`config.mk`:
```
export PLATFORM = sky130hd
export DESIGN_NAME = instrDecoder
export DESIGN_NICKNAME = d
export VERILOG_FILES = /design/src/decodeTypesPkg.sv /design/src/decodeOpsPkg.sv /design/src/opcodeClassifier.sv /design/src/regFieldResolver.sv /design/src/operandRouter.sv /design/src/instrDecoder.sv
export VERILOG_INCLUDE_DIRS = /design/src /design/src/include
export SDC_FILE = /design/constraint.sdc
export NUM_CORES = 1
export LEC_CHECK = 0
export BUFFER_PORTS_ARGS = -buffer_cell sky130_fd_sc_hd__buf_2
export CORE_MARGIN = 2
export CORE_UTILIZATION = 53
export DETAILED_ROUTE_END_ITERATION = 10
export PLACE_DENSITY = 0.87
export SLEW_MARGIN = 0
export SYNTH_ARGS = -nofsm -noshare
export SYNTH_HDL_FRONTEND = slang
export SYNTH_HIERARCHICAL = 1
export SYNTH_SLANG_ARGS = --single-unit
export TNS_END_PERCENT = 10
```
`constraint.sdc`:
```
create_clock -name clock -period 3.6 [get_ports clock]
set_input_delay 0.18 -clock clock [delete_from_list [all_inputs] [get_ports clock]]
set_output_delay 0.18 -clock clock [all_outputs]
set_load 0.05 [all_outputs]
```
`src/include/decoder_config.svh`:
```
// ####################
// width and lane-count macros for
// the Fx instruction decoder
// ####################

`ifndef DECODER_CONFIG_SVH
`define DECODER_CONFIG_SVH

// instruction word and decoded field widths
`define ISTR_WIDTH 32
`define REG_ID_WIDTH 6
`define IMM_WIDTH 33
`define CMD_WIDTH 6

// N, M and O register fields
`define REG_LANES 3

`endif

```
`src/decodeTypesPkg.sv`:
```
// ####################
// vector typedefs for decoder fields
// operand form and immediate type enums
// ####################

package decodeTypesPkg;

`include "decoder_config.svh"

	typedef logic [`ISTR_WIDTH-1:0] istrWordT;
	typedef logic [`REG_ID_WIDTH-1:0] regIdT;

	// 4-bit field with its extension bit on top
	typedef logic [4:0] regFieldT;

	typedef logic [`IMM_WIDTH-1:0] immT;
	typedef logic [`CMD_WIDTH-1:0] uCmdT;
	typedef logic [`CMD_WIDTH-1:0] uIxtT;

	// operand layout that picks register routing and immediate build
	typedef enum logic [2:0] {
		formZ,
		formRegReg,
		formRegImmReg,
		formLdRegDispReg,
		formImm8Reg,
		formImm12Z,
		formImm12N,
		formInv
	} formModeT;

	// zero, ones or sign extension of the immediate
	typedef enum logic [1:0] {
		ityUW,
		ityNW,
		itySW,
		ityUB
	} immTypeT;

endpackage

```
`src/decodeOpsPkg.sv`:
```
// ####################
// command and index numbering
// access sizes, special register ids
// ####################

package decodeOpsPkg;

`include "decoder_config.svh"

	// major commands
	localparam logic [`CMD_WIDTH-1:0] cmdNop = 6'h00;
	localparam logic [`CMD_WIDTH-1:0] cmdMovRm = 6'h01;
	localparam logic [`CMD_WIDTH-1:0] cmdMovMr = 6'h02;
	localparam logic [`CMD_WIDTH-1:0] cmdLeaMr = 6'h03;
	localparam logic [`CMD_WIDTH-1:0] cmdAlu3 = 6'h04;
	localparam logic [`CMD_WIDTH-1:0] cmdMovIr = 6'h05;
	localparam logic [`CMD_WIDTH-1:0] cmdInvOp = 6'h3F;

	// alu and immediate-load indices
	localparam logic [`CMD_WIDTH-1:0] ixAdd = 6'h00;
	localparam logic [`CMD_WIDTH-1:0] ixSub = 6'h01;
	localparam logic [`CMD_WIDTH-1:0] ixAnd = 6'h05;
	localparam logic [`CMD_WIDTH-1:0] ixOr = 6'h06;
	localparam logic [`CMD_WIDTH-1:0] ixXor = 6'h07;
	localparam logic [`CMD_WIDTH-1:0] ixLdix = 6'h08;
	localparam logic [`CMD_WIDTH-1:0] ixLdish16 = 6'h09;

	// access sizes with bit 2 marking unsigned
	localparam int btyWidth = 3;
	localparam logic [btyWidth-1:0] btySB = 3'd0;
	localparam logic [btyWidth-1:0] btySW = 3'd1;
	localparam logic [btyWidth-1:0] btySL = 3'd2;
	localparam logic [btyWidth-1:0] btySQ = 3'd3;
	localparam logic [btyWidth-1:0] btyUB = 3'd4;
	localparam logic [btyWidth-1:0] btyUW = 3'd5;
	localparam logic [btyWidth-1:0] btyUL = 3'd6;

	// register ids
	localparam logic [`REG_ID_WIDTH-1:0] regR0 = 6'h00;
	localparam logic [`REG_ID_WIDTH-1:0] regR1 = 6'h01;
	localparam logic [`REG_ID_WIDTH-1:0] regPc = 6'h20;
	localparam logic [`REG_ID_WIDTH-1:0] regGbr = 6'h21;
	localparam logic [`REG_ID_WIDTH-1:0] regDlr = 6'h22;
	localparam logic [`REG_ID_WIDTH-1:0] regImm = 6'h3E;
	localparam logic [`REG_ID_WIDTH-1:0] regZzr = 6'h3F;

endpackage

```
`src/opcodeClassifier.sv`:
```
// ####################
// opcode classifier for Fx words
// form, immediate type, command, index, size
// raw register fields per lane
// ####################

`timescale 1ns/1ps

`include "decoder_config.svh"

module opcodeClassifier
	import decodeTypesPkg::*, decodeOpsPkg::*;
(
	input istrWordT istrWord,
	output formModeT form,
	output immTypeT ity,
	output uCmdT uCmd,
	output uIxtT uCmdIx,
	output logic [btyWidth-1:0] bty,
	output regFieldT laneField [`REG_LANES]
);

	logic exQ;
	logic isNotFx;

	assign exQ = istrWord[27];
	assign isNotFx = (istrWord[15:13] != 3'b111);

	always_comb begin
		form = formInv;
		ity = ityUB;
		uCmd = cmdInvOp;
		uCmdIx = '0;
		bty = btySB;

		casez (istrWord[11:8])
			// F0 three-register alu
			4'b0z00: begin
				casez (istrWord[31:16])
					16'h1zz0: uCmdIx = ixAdd;
					16'h1zz1: uCmdIx = ixSub;
					16'h1zz5: uCmdIx = ixAnd;
					16'h1zz6: uCmdIx = ixOr;
					16'h1zz7: uCmdIx = ixXor;
					default: uCmdIx = '0;
				endcase
				if (istrWord[31:28] == 4'h1 && istrWord[19:16] inside {4'h0, 4'h1,
						4'h5, 4'h6, 4'h7}) begin
					form = formRegReg;
					uCmd = cmdAlu3;
				end
			end

			// F1 load/store with displacement
			4'b0z01: begin
				case (istrWord[31:28])
					4'h0, 4'h1, 4'h2, 4'h3: begin
						uCmd = exQ ? cmdLeaMr : cmdMovRm;
						form = formLdRegDispReg;
						bty = {1'b0, istrWord[29:28]};
					end
					4'h8: begin
						uCmd = cmdMovMr;
						form = formLdRegDispReg;
						bty = exQ ? btyUB : btySB;
					end
					4'h9: begin
						uCmd = cmdMovMr;
						form = formLdRegDispReg;
						bty = exQ ? btyUW : btySW;
					end
					4'hA: begin
						uCmd = cmdMovMr;
						form = formLdRegDispReg;
						bty = exQ ? btyUL : btySL;
					end
					4'hB: begin
						uCmd = cmdMovMr;
						form = formLdRegDispReg;
						bty = exQ ? btyUL : btySQ;
					end
					default: begin
					end
				endcase
			end

			// F2 alu with 9-bit immediate
			4'b0z10: begin
				form = formRegImmReg;
				uCmd = cmdAlu3;
				ity = ityUW;
				case (istrWord[31:28])
					4'h0: uCmdIx = ixAdd;
					4'h1: begin
						uCmdIx = ixAdd;
						ity = ityNW;
					end
					4'h5: uCmdIx = ixAnd;
					4'h6: uCmdIx = ixOr;
					4'h7: uCmdIx = ixXor;
					default: begin
						form = formInv;
						uCmd = cmdInvOp;
						ity = ityUB;
					end
				endcase
			end

			// F8 16-bit immediate forms
			4'b100z: begin
				form = formImm8Reg;
				case (istrWord[7:5])
					3'b000: begin
						uCmd = cmdMovIr;
						ity = ityUW;
						uCmdIx = ixLdix;
					end
					3'b001: begin
						uCmd = cmdMovIr;
						ity = ityNW;
						uCmdIx = ixLdix;
					end
					3'b010: begin
						uCmd = cmdAlu3;
						ity = itySW;
						uCmdIx = ixAdd;
					end
					3'b011: begin
						uCmd = cmdMovIr;
						ity = ityUW;
						uCmdIx = ixLdish16;
					end
					default: form = formInv;
				endcase
			end

			4'hA: begin
				form = formImm12Z;
				uCmd = cmdMovIr;
				uCmdIx = ixLdix;
			end
			4'hB: begin
				form = formImm12N;
				uCmd = cmdMovIr;
				uCmdIx = ixLdix;
			end

			default: begin
			end
		endcase

		if (isNotFx || form == formInv) begin
			form = formInv;
			uCmd = cmdInvOp;
			uCmdIx = '0;
			bty = btySB;
		end
	end

	// F8 forms take the M-lane extension from bit 4
	always_comb begin
		laneField[0] = {istrWord[26], istrWord[7:4]};
		laneField[1] = {(form == formImm8Reg) ? istrWord[4] : istrWord[25], istrWord[3:0]};
		laneField[2] = {istrWord[24], istrWord[23:20]};
	end

endmodule

```
`src/regFieldResolver.sv`:
```
// ####################
// register field resolver
// maps field plus extension to a register id
// ####################

`timescale 1ns/1ps

module regFieldResolver
	import decodeTypesPkg::*, decodeOpsPkg::*;
(
	input regFieldT field,
	output regIdT regId,
	output logic isR0,
	output logic isR1
);

	logic inSpecialRange;

	// fields 0, 1 and 15 land in the special bank
	// unless the extension bit selects the upper half
	assign inSpecialRange = (field[3:1] == 3'b000) || (field[3:0] == 4'b1111);

	assign regId = {inSpecialRange & ~field[4], field[4], field[3:0]};

	// base checks ignore the special-bank bit
	assign isR0 = (regId[4:0] == regR0[4:0]);
	assign isR1 = (regId[4:0] == regR1[4:0]);

endmodule

```
`src/operandRouter.sv`:
```
// ####################
// operand router and output register
// per-form register routing and immediate build
// ####################

`timescale 1ns/1ps

`include "decoder_config.svh"

module operandRouter
	import decodeTypesPkg::*, decodeOpsPkg::*;
(
	input logic clock,
	input logic rstN,
	input logic istrValid,
	input istrWordT istrWord,
	input formModeT form,
	input immTypeT ity,
	input uCmdT uCmd,
	input uIxtT uCmdIx,
	input logic [btyWidth-1:0] bty,
	input regIdT laneReg [`REG_LANES],
	input logic [`REG_LANES-1:0] laneR0,
	input logic [`REG_LANES-1:0] laneR1,
	output logic idValid,
	output regIdT idRegN,
	output regIdT idRegM,
	output regIdT idRegO,
	output immT idImm,
	output uCmdT idUCmd,
	output uIxtT idUIxt
);

	regIdT nextRegN;
	regIdT nextRegM;
	regIdT nextRegO;
	immT nextImm;
	uIxtT nextUIxt;

	always_comb begin
		nextRegN = regZzr;
		nextRegM = regZzr;
		nextRegO = regZzr;
		nextImm = '0;
		nextUIxt = uCmdIx;

		case (form)
			formRegReg: begin
				nextRegN = laneReg[0];
				nextRegM = laneReg[1];
				nextRegO = laneReg[2];
				nextImm = {{(`IMM_WIDTH-5){1'b0}}, istrWord[4:0]};
			end

			formRegImmReg: begin
				nextRegN = laneReg[0];
				nextRegM = laneReg[1];
				nextRegO = regImm;
				nextImm = {{(`IMM_WIDTH-9){ity == ityNW}}, istrWord[24:16]};
			end

			formLdRegDispReg: begin
				nextRegN = laneReg[0];
				nextRegM = laneReg[1];
				nextRegO = regImm;
				nextImm = {{(`IMM_WIDTH-9){1'b0}}, istrWord[24:16]};
				nextUIxt = {bty[1:0], 1'b1, bty};
				// R0/R1 as base means PC/GBR relative
				if (laneR0[1] || laneR1[1]) begin
					nextRegM = laneR1[1] ? regGbr : regPc;
					nextUIxt = {bty[1:0], 1'b1, bty[2], 2'b00};
				end
			end

			formImm8Reg: begin
				nextRegN = laneReg[1];
				nextRegM = regImm;
				nextRegO = laneReg[1];
				case (ity)
					ityNW: nextImm = {{(`IMM_WIDTH-16){1'b1}}, istrWord[31:16]};
					itySW: nextImm = {{(`IMM_WIDTH-16){istrWord[31]}}, istrWord[31:16]};
					default: nextImm = {{(`IMM_WIDTH-16){1'b0}}, istrWord[31:16]};
				endcase
			end

			formImm12Z, formImm12N: begin
				nextRegN = regDlr;
				nextRegM = regDlr;
				nextRegO = regImm;
				nextImm = {{(`IMM_WIDTH-24){form == formImm12N}}, istrWord[7:0],
					istrWord[31:16]};
			end

			formInv: nextUIxt = '0;

			default: begin
			end
		endcase
	end

	always_ff @(posedge clock) begin
		if (!rstN) begin
			idValid <= 1'b0;
			idRegN <= regZzr;
			idRegM <= regZzr;
			idRegO <= regZzr;
			idImm <= '0;
			idUCmd <= cmdNop;
			idUIxt <= '0;
		end else begin
			idValid <= istrValid;
			// hold the last decode between strobes
			if (istrValid) begin
				idRegN <= nextRegN;
				idRegM <= nextRegM;
				idRegO <= nextRegO;
				idImm <= nextImm;
				idUCmd <= uCmd;
				idUIxt <= nextUIxt;
			end
		end
	end

endmodule

```
`src/instrDecoder.sv`:
```
// ####################
// Fx instruction decoder top level
// classifier, register lanes, router
// ####################

`timescale 1ns/1ps

`include "decoder_config.svh"

module instrDecoder
	import decodeTypesPkg::*, decodeOpsPkg::*;
(
	input logic clock,
	input logic rstN,
	input logic istrValid,
	input istrWordT istrWord,
	output logic idValid,
	output regIdT idRegN,
	output regIdT idRegM,
	output regIdT idRegO,
	output immT idImm,
	output uCmdT idUCmd,
	output uIxtT idUIxt
);

	formModeT form;
	immTypeT ity;
	uCmdT uCmd;
	uIxtT uCmdIx;
	logic [btyWidth-1:0] bty;
	regFieldT laneField [`REG_LANES];
	regIdT laneReg [`REG_LANES];
	logic [`REG_LANES-1:0] laneR0;
	logic [`REG_LANES-1:0] laneR1;

	opcodeClassifier opcodeClassifier_i (
		.istrWord(istrWord),
		.form(form),
		.ity(ity),
		.uCmd(uCmd),
		.uCmdIx(uCmdIx),
		.bty(bty),
		.laneField(laneField)
	);

	// lanes 0..2 feed N, M and O
	for (genvar lane = 0; lane < `REG_LANES; lane++) begin : genLane
		regFieldResolver regFieldResolver_i (
			.field(laneField[lane]),
			.regId(laneReg[lane]),
			.isR0(laneR0[lane]),
			.isR1(laneR1[lane])
		);
	end

	operandRouter operandRouter_i (
		.clock(clock),
		.rstN(rstN),
		.istrValid(istrValid),
		.istrWord(istrWord),
		.form(form),
		.ity(ity),
		.uCmd(uCmd),
		.uCmdIx(uCmdIx),
		.bty(bty),
		.laneReg(laneReg),
		.laneR0(laneR0),
		.laneR1(laneR1),
		.idValid(idValid),
		.idRegN(idRegN),
		.idRegM(idRegM),
		.idRegO(idRegO),
		.idImm(idImm),
		.idUCmd(idUCmd),
		.idUIxt(idUIxt)
	);

endmodule

```
== Word level (Yosys, flattened, before mapping) ==
Index checks and enable logic that the tools add are counted.

* Equal/unequal tests: 41
* Mux-type cells: 38
* Bitwise operators: 6
* Reductions and logical operators: 28

{| class="wikitable"
|+ Operators by type and width
! cell !! number
|-
| $pmux W33 S5 || 1
|-
| $pmux W33 S2 || 1
|-
| $pmux W6 S4 || 2
|-
| $eq A4 B4 Y1 const B || 9
|-
| $pmux W6 S2 || 3
|-
| $pmux W6 S3 || 2
|-
| $eq A8 B5 Y1 const B || 4
|-
| $mux W3 || 10
|-
| $mux W6 || 5
|-
| $pmux W6 S5 || 1
|-
| $eq A4 B3 Y1 const B || 6
|-
| $reduce_or A4 Y1 || 5
|-
| $eq A3 B3 Y1 const B || 6
|-
| $pmux W3 S6 || 1
|-
| $eq A3 B2 Y1 const B || 5
|-
| $pmux W3 S5 || 1
|-
| $logic_not A3 Y1 || 4
|-
| $pmux W3 S4 || 1
|-
| $reduce_or A2 Y1 || 5
|-
| $eq A3 B1 Y1 const B || 3
|-
| $pmux W3 S3 || 1
|-
| $eq A4 B1 Y1 const B || 2
|-
| $eq A4 B2 Y1 const B || 2
|-
| $logic_not A4 Y1 || 2
|-
| 18 further kinds || 31
|}

* Register bits after elaboration: 64
* Bits of input ports: 35
* Logic and storage cells: 120

== Logic depth before layout (Yosys ltp) ==
Gate-level depths: netlist (run 1).

* Depth in word-level cells: 14
* Gate-level depth with buffers: 12
* Mapped depth without buffers: 11

== Hierarchy ==
The synthesis (run 1) kept the hierarchy.

{| class="wikitable"
|+ By module, submodules not included
! module !! times used !! cells an instance !! area an instance (sq um)
|-
| operandRouter || 1 || 299 || 2662.6
|-
| opcodeClassifier || 1 || 98 || 684.4
|-
| regFieldResolver || 3 || 12 || 77.6
|}

== Worst setup path before layout (run 1) ==
OpenSTA, ideal clock, no wires.

* Kind: input-to-reg
* Start: input port istrWord[11]
* End: register operandRouter_i.idRegM[0]
* Library setup time: 125 ps
* Arrival time: 2646 ps
* Required time: 3475 ps
* Path slack: 829 ps
* Stages on the path: 12
* Buffers on the path: 1
* Cell sequence: buf_2 -> nand2b_1 -> a21oi_1 -> or3_1 -> nor2_1 -> mux2_2 -> or4_4 -> nor2_1 -> nand2_1 -> a211o_1 -> a21oi_1 -> o21ai_0

{| class="wikitable"
|+ RTL lines
! item !! RTL line !! text
|-
| start, declared || instrDecoder.sv:16 || <nowiki>input istrWordT istrWord,</nowiki>
|-
| end signal, assigned || operandRouter.sv:105 || <nowiki>idRegM <= regZzr;</nowiki>
|-
| end signal, assigned || operandRouter.sv:115 || <nowiki>idRegM <= nextRegM;</nowiki>
|-
| end, declared || operandRouter.sv:27 || <nowiki>output regIdT idRegM,</nowiki>
|}

==> out/results.ini, run 1 <==
[power]
p_leak_nw = 1.65
ir_drop_v = 0.000242
power-per-cell-area_nw_per_um2 = 342

[cts]
post_cts_resized = 0
cts.clk_slew.worst_paths_ps = 100
clock_sinks = 56
clockBufferDepth = 2
numCtsBuffers = 5
cts_hold_buf = 0
h-tree-depth = 2
postCtsSetupRepairBufs = 0
clock_latency_ps = 320
tritoncts = built
cts_root_buf = clkbuf_8

[finish]
layout.nets = 500
utilization_pct = 58.5
final_cell_mix = buf_2 (97), dfxtp_1 (56), a21oi_1 (34), nand2_1 (30), o21ai_0 (27)
drive_gt1_share_pct = 30.6
final_common_cell = buf_2
area_growth_pct = 5.77
n_antenna_cell = 0

[route]
wl_met3_um = 657
routedLengthMet1_um = 3890
drc = 0
ant_nets = 0
wl_um = 9120
avgViaCountPerCell = 6.01
routedWlPerCell_um = 16.9
vias = 3253
drtIter0Drc = 238
top_layer = met4
dr.pass1.iters = 5
met2WireLength_um = 4350

[synth]
synthCells = 425
syn_area_um2 = 3530
syn_area_per_cell_um2 = 8.32
yosysWarningCount = 6

[setup_path]
r2r_cells = 3
ff2ff_setup_slack_ps = 2610
crit_fanout = 14
crit_arrival_ps = 2970
crit_path_end_kind = register
path_class = in2reg
cp-start-kind = primary input
rr_endpoint = operandRouter_i/idImm[16]
rr_startpoint = operandRouter_i/idImm[16]
critical_path_required_ps = 3800

[worst_hold_path]
min_from = istrWord[24]
hp-class = in2reg
holdPathEnd = operandRouter_i/idImm[8]
hold_depth = 3

[sta]
finalHoldViolations = 0
fin_crit_ps = 2770
period_share_pct = 76.8
clock_skew_ps = 0
max_freq_mhz = 362
rsz0062_at_grt = false
max_slew_margin_pct = 45.0
holdWs_ps = 158
fin_tns_setup_ps = 0
setup_viol = 0
slew_viol_final = 0
worstMarginPinSlew_ps = 825

[outcome]
status = finished clean

[floorplan]
rows = 29
fp.dieW_um = 85.7
ioPinCount = 99
core-area_um2 = 6390
die-area_um2 = 7340
die_h_um = 85.7
start_util_pct = 55.3

[global_route]
grt_overflow = 0
grt_pass1_wl_um = 14400
track_usage_pct = 24.5
grt_pass1_vias = 2995
antenna_found_initial = 0
grt_max_degree = 67

[place]
place_congestion = 0.908
hpwl_um = 6500
portBuffers = 97

[job]
maxCapViolCount = 0

## metrics by stage
stage	setup slack (ps)	area, um^2	instances	power, W
floorplan	829	3540	426	0.000889
global placement	629	3650	533	0.000929
detailed placement	539	3650	533	0.000934
CTS	876	3740	541	0.00128
global route	718	3740	541	0.00133
finish	835	3740	541	0.00128
## cell type report
type | count | area [um^2]
clock inverters | 3 | 22.5
clock buffers | 5 | 68.8
well taps | 77 | 96.3
flip-flops and latches | 56 | 1120
inverters | 13 | 51.3
multi-input cells | 289 | 1890
fillers | 583 | 2650
repair buffers | 98 | 493
## per-layer routing
| layer | GRT usage (%) | up-vias |
|---|---|---|
| met5 | 0 | - |
| met4 | 10.1 | 0 |
| met3 | 3.85 | 21 |
| met2 | 39.9 | 152 |
| met1 | 32.4 | 1518 |
| li1 | - | 1562 |
## where the power goes
| group | internal, W | switching (W) | leakage [nW] |
|---|---|---|---|
| logic | 0.0000763 | 0.000196 | 1.14 |
| registers | 0.000641 | 0.0000111 | 0.458 |
| clock network | 0.000140 | 0.000213 | 0.0485 |
| total | 0.000857 | 0.000420 | 1.65 |
## worst max-delay path by stage
stage                     cells past startpoint                        end         start  slack (ps)
final                                        12  operandRouter_i/idRegM[0]   istrWord[9]         830
after CTS                                    12  operandRouter_i/idRegM[0]   istrWord[9]         880
after global placement                       12  operandRouter_i/idRegM[0]   istrWord[9]         630
after floorplan                              12  operandRouter_i/idRegM[0]  istrWord[11]         830
after detailed placement                     12  operandRouter_i/idRegM[0]   istrWord[9]         540
after global routing                         12  operandRouter_i/idRegM[0]   istrWord[9]         720
## worst max-delay path, cell delays in order
cell,delay (ps)
buf_2,210
nand2b_1,140
a21oi_1,70
or3_1,460
nor2_1,150
mux2_2,410
or4_4,550
nor2_1,190
nand2_1,80
a211o_1,290
a21oi_1,130
o21ai_0,100
## sequential cells by signal (all words and copies together), names as in the netlist
name,count
operandRouter_i/idImm,25
operandRouter_i/idRegM,6
operandRouter_i/idRegN,6
operandRouter_i/idRegO,6
operandRouter_i/idUCmd,6
operandRouter_i/idUIxt,6
operandRouter_i/idValid,1
(Power assumes the default switching activity.)
==> run 2, diff against run 1 <==
==> constraint.sdc (replaced) <==
create_clock -name clock -period 2.8 [get_ports clock]
set_input_delay 0.14 -clock clock [delete_from_list [all_inputs] [get_ports clock]]
set_output_delay 0.14 -clock clock [all_outputs]
set_load 0.05 [all_outputs]
==> run 2 against run 1 <==
Global-route usage grew 0.53 points. Flip-flop and latch count did not move. Combinational power rose by 33%. Via count up 2.0%. Critical path type unchanged. Critical endpoint unchanged. Largest cell class unchanged.
==> out/results.ini, run 2 (synthesis gave the netlist of run 1 again) <==
[outcome]
status = finished clean

[finish]
seqCellArea_um2 = 1120
utilization_pct = 60.2
layout.nets = 514
drive_gt1_share_pct = 32.6
final_area_um2 = 3840
n_antenna_cell = 0
fin_cells = 555
area_growth_pct = 8.71
largest_register = operandRouter_i/idImm
fill_cells = 591
multi_input_area_um2 = 1890
largest_reg_flops = 25
final_common_cell = buf_2
final_cell_mix = buf_2 (97), dfxtp_1 (56), a21oi_1 (34), nand2_1 (30), o21ai_0 (27)

[cts]
h-tree-depth = 2
clock_latency_ps = 310
postCtsSetupRepairBufs = 0
cts.clk_slew.worst_paths_ps = 100
tritoncts = built
post_cts_resized = 0
clock_sinks = 56
cts_hold_buf = 0
numCtsBuffers = 5
clockBufferDepth = 2
cts_root_buf = clkbuf_8

[worst_hold_path]
hp-class = in2reg
hold_depth = 3
min_from = istrWord[24]
holdPathEnd = operandRouter_i/idImm[8]

[global_route]
antenna_found_initial = 0
grt_max_degree = 67
grt_overflow = 0
track_usage_pct = 25.0
grt_pass1_wl_um = 14800
grt_pass1_vias = 3043

[route]
drc = 0
dr.pass1.iters = 6
wl_um = 9220
drtIter0Drc = 304
avgViaCountPerCell = 5.98
ant_nets = 0
routedWlPerCell_um = 16.6
vias = 3319

[place]
place_congestion = 0.965
hpwl_um = 6750
portBuffers = 97
placed_cell_area_um2 = 3750
dp.cells = 547

[sta]
slew_viol_final = 0
fin_crit_ps = 2550
period_share_pct = 91.0
rsz0062_at_grt = false
finalHoldViolations = 0
worstMarginPinSlew_ps = 633
clock_skew_ps = 0
holdWs_ps = 125
max_freq_mhz = 392
max_slew_margin_pct = 57.3
setup_viol = 0

[setup_path]
critPathBufInv = 1
cp-start-kind = primary input
r2r_cells = 3
path_class = in2reg
rr_startpoint = operandRouter_i/idImm[22]
critical_path_required_ps = 3000
crit_fanout = 8
path_cells = buf_2 -> nand2b_1 -> a21oi_1 -> or3_1 -> nor2_1 -> mux2_2 -> or4_4 -> nor2_1 -> nand2_1 -> a211o_1 -> a21oi_1 -> o21ai_0
critPathSlowestCell = or4_4
crit_arrival_ps = 2750
max_stage_delay_ps = 540
crit_path_end_kind = register
rr_endpoint = operandRouter_i/idImm[22]
ff2ff_setup_slack_ps = 1810
crit_family = simple AND/OR/NAND/NOR gates

[job]
maxCapViolCount = 0

[power]
power-per-cell-area_nw_per_um2 = 429
p_leak_nw = 1.71
p_total_w = 0.00165
ir_drop_v = 0.000273

[floorplan]
die-area_um2 = 7340
core-area_um2 = 6390
die_h_um = 85.7
fp.dieW_um = 85.7
start_util_pct = 55.3
rows = 29
ioPinCount = 99

-- run 2: changes by cell type in the layout (fill, tap and decap cells not counted), sizes merged --
| cell | delta |
|---|---|
| clkinv | -1 |
| buf | +14 |
| clkinvlp | +1 |
-- run 2: final cells by class --
type	count	share of cell area, %
Clock buffer	5	1.79
Tap cell	77	2.51
Sequential cell	56	29.2
Timing Repair Buffer	112	15.6
Clock inverter	3	0.554
Inverter	13	1.34
Multi-Input combinational cell	289	49.1
-- run 2: worst max-delay path by stage --
stage                       from                        end  slack [ps]  cells after the start
floorplan           istrWord[11]  operandRouter_i/idRegM[0]          70                     12
global placement     istrWord[9]  operandRouter_i/idRegM[0]          50                     12
CTS                  istrWord[9]  operandRouter_i/idRegM[0]         310                     12
detailed placement   istrWord[9]  operandRouter_i/idRegM[0]         -20                     12
global route         istrWord[9]  operandRouter_i/idRegM[0]         130                     12
finish               istrWord[9]  operandRouter_i/idRegM[0]         250                     12
-- run 2: worst min-delay path: stages --
cell and delay [ps]:
buf_2 120, nand3_1 70, a21boi_0 70
-- run 2: metrics by stage --
step | TNS (ps) | worst slack (ps)
finish | 0 | 252
global route | 0 | 135
CTS | 0 | 315
detailed placement | -15.0 | -15.0
global placement | 0 | 45.7
floorplan | 0 | 68.9
-- run 2: routing by layer --
metal / global-route usage, % / part of all wire, % / vias to the layer above / wire length, um
met5: 0 / 0 / - / 0
met4: 7.79 / 1.9 / 0 / 172
met3: 3.18 / 5.9 / 18 / 541
met2: 40.9 / 47 / 133 / 4350
met1: 34.5 / 45 / 1572 / 4150
li1: - / - / 1596 / -
-- run 2: power by group --
group	total [W]	switching, W	internal (W)
combinational	0.000361	0.000253	0.000108
clock	0.000450	0.000272	0.000178
sequential	0.000838	0.0000141	0.000824
==> run 3, diff against run 2 <==
--- a/config.mk
+++ b/config.mk
@@ -7,6 +7,7 @@
 export NUM_CORES = 1
 export LEC_CHECK = 0
 export BUFFER_PORTS_ARGS = -buffer_cell sky130_fd_sc_hd__buf_2
+export CORE_ASPECT_RATIO = 1.5
 export CORE_MARGIN = 2
 export CORE_UTILIZATION = 53
 export DETAILED_ROUTE_END_ITERATION = 10
==> run 3 against run 2 <==
First-iteration DRC count increased by 1.3%. Sequential share of layout area decreased by 0.41 points. Register-to-register slack about the same. Setup slack improved by 83 ps. Non-clock buffer count increased by 4. Combinational power increased by 1%. Worst hold slack got worse by 7.3 ps. Power increased by 6.1%. Flip-flop and latch count unchanged. Highest routed layer unchanged.
==> out/results.ini, run 3 (synthesis gave the netlist of run 1 again) <==
[route]
routedWlPerCell_um = 16.7
drc = 0
dr.pass1.iters = 5
vias = 3322
ant_nets = 0
wl_um = 9320
avgViaCountPerCell = 5.95
drtIter0Drc = 308

[finish]
final_cell_mix = buf_2 (97), dfxtp_1 (56), a21oi_1 (34), nand2_1 (30), o21ai_0 (27)
fill_cells = 597
largest_reg_flops = 25
final_common_cell = buf_2
drive_gt1_share_pct = 33.2
n_antenna_cell = 0
area_growth_pct = 10.3
layout.nets = 518
largest_register = operandRouter_i/idImm

[sta]
max_slew_margin_pct = 60.6
holdWs_ps = 118
fin_crit_ps = 2470
rsz0062_at_grt = false
slew_viol_final = 0
clock_skew_ps = 0
max_freq_mhz = 406
finalHoldViolations = 0
setup_viol = 0
worstMarginPinSlew_ps = 576
fin_tns_setup_ps = 0
period_share_pct = 88.1

[global_route]
track_usage_pct = 24.8
grt_overflow = 0
use_met2_pct = 42.8
use_met1_pct = 27.0
met3_usage_pct = 5.62
antenna_found_initial = 0
grt_busiest_layer = met2
grt_pass1_wl_um = 14700
grt_pass1_vias = 3084
grt_max_degree = 53

[place]
hpwl_um = 6840
portBuffers = 97
place_congestion = 0.907

[job]
maxCapViolCount = 0

[floorplan]
start_util_pct = 54.5
fp.dieW_um = 70.7
core-area_um2 = 6490
die-area_um2 = 7350
die_h_um = 104
ioPinCount = 99
rows = 36

[cts]
post_cts_resized = 0
numCtsBuffers = 5
h-tree-depth = 2
cts.clk_slew.worst_paths_ps = 110
cts_hold_buf = 0
clock_sinks = 56
cts_root_buf = clkbuf_8
clock_latency_ps = 320
clockBufferDepth = 2
postCtsSetupRepairBufs = 0
tritoncts = built

[power]
p_total_w = 0.00175
ir_drop_v = 0.000466
power-per-cell-area_nw_per_um2 = 449
p_leak_nw = 1.75

[setup_path]
crit_fanout = 8
path_class = in2reg
crit_path_end_kind = register
cp-start-kind = primary input
critical_path_required_ps = 3030
crit_arrival_ps = 2690

[outcome]
status = finished clean

[worst_hold_path]
hp-class = in2reg

-- run 3: cell types whose count changed in the layout (fill, tap and decap cells not counted), sizes merged --
| cell | change |
|---|---|
| inv | -1 |
| clkinvlp | -1 |
| clkinv | +1 |
| bufinv | +1 |
| buf | +4 |
-- run 3: power by group --
part | leakage, nW | switching, W | total (W) | internal [W]
clock | 0.0583 | 0.000277 | 0.000546 | 0.000270
sequential | 0.458 | 0.0000145 | 0.000839 | 0.000824
combinational | 1.23 | 0.000256 | 0.000365 | 0.000109
-- run 3: cell type report --
type,instances,area (um^2),area share (%)
Clock buffer,5,68.8,1.77
Clock inverter,3,47.5,1.22
Inverter,13,51.3,1.32
Multi-Input combinational cell,289,1890,48.4
Sequential cell,56,1120,28.8
Tap cell,76,95.1,2.44
Timing Repair Buffer,116,628,16.1
-- run 3: worst max-delay path: stages --
cell      delay [ps]
buf_2            150
nand2b_1         120
a21oi_1           60
or3_1            390
nor2_1           150
mux2_2           360
or4_4            530
nor2_1           200
nand2_1           80
a211o_1          280
a21oi_1          130
o21ai_0          100
-- run 3: layer usage --
| layer | part of all wire, % | up-vias |
|---|---|---|
| met5 | 0 | - |
| met4 | 4.4 | 0 |
| met3 | 5.5 | 30 |
| met2 | 52 | 133 |
| met1 | 38 | 1550 |
| li1 | - | 1609 |
-- run 3: worst paths after layout --
kind                                   from                        end  slack (ps)  cells past startpoint
setup / recovery                istrWord[9]  operandRouter_i/idRegM[0]         330                     12
hold / removal                 istrWord[25]   operandRouter_i/idImm[9]         120                      3
setup reg to reg  operandRouter_i/idImm[19]  operandRouter_i/idImm[19]        1820                      3
hold reg to reg    operandRouter_i/idImm[5]   operandRouter_i/idImm[5]         470                      2
-- run 3: metrics by stage --
| stage | worst slack [ps] | util [%] | std cells | cell area, um^2 |
|---|---|---|---|---|
| after global routing | 103 | 60.1 | 558 | 3900 |
| after floorplan | 68.9 | - | 426 | 3540 |
| after detailed placement | -13.4 | 58.3 | 550 | 3780 |
| after CTS | 353 | 60.1 | 558 | 3900 |
| final | 334 | 60.1 | 558 | 3900 |
| after global placement | 48.4 | 58.3 | 550 | 3780 |
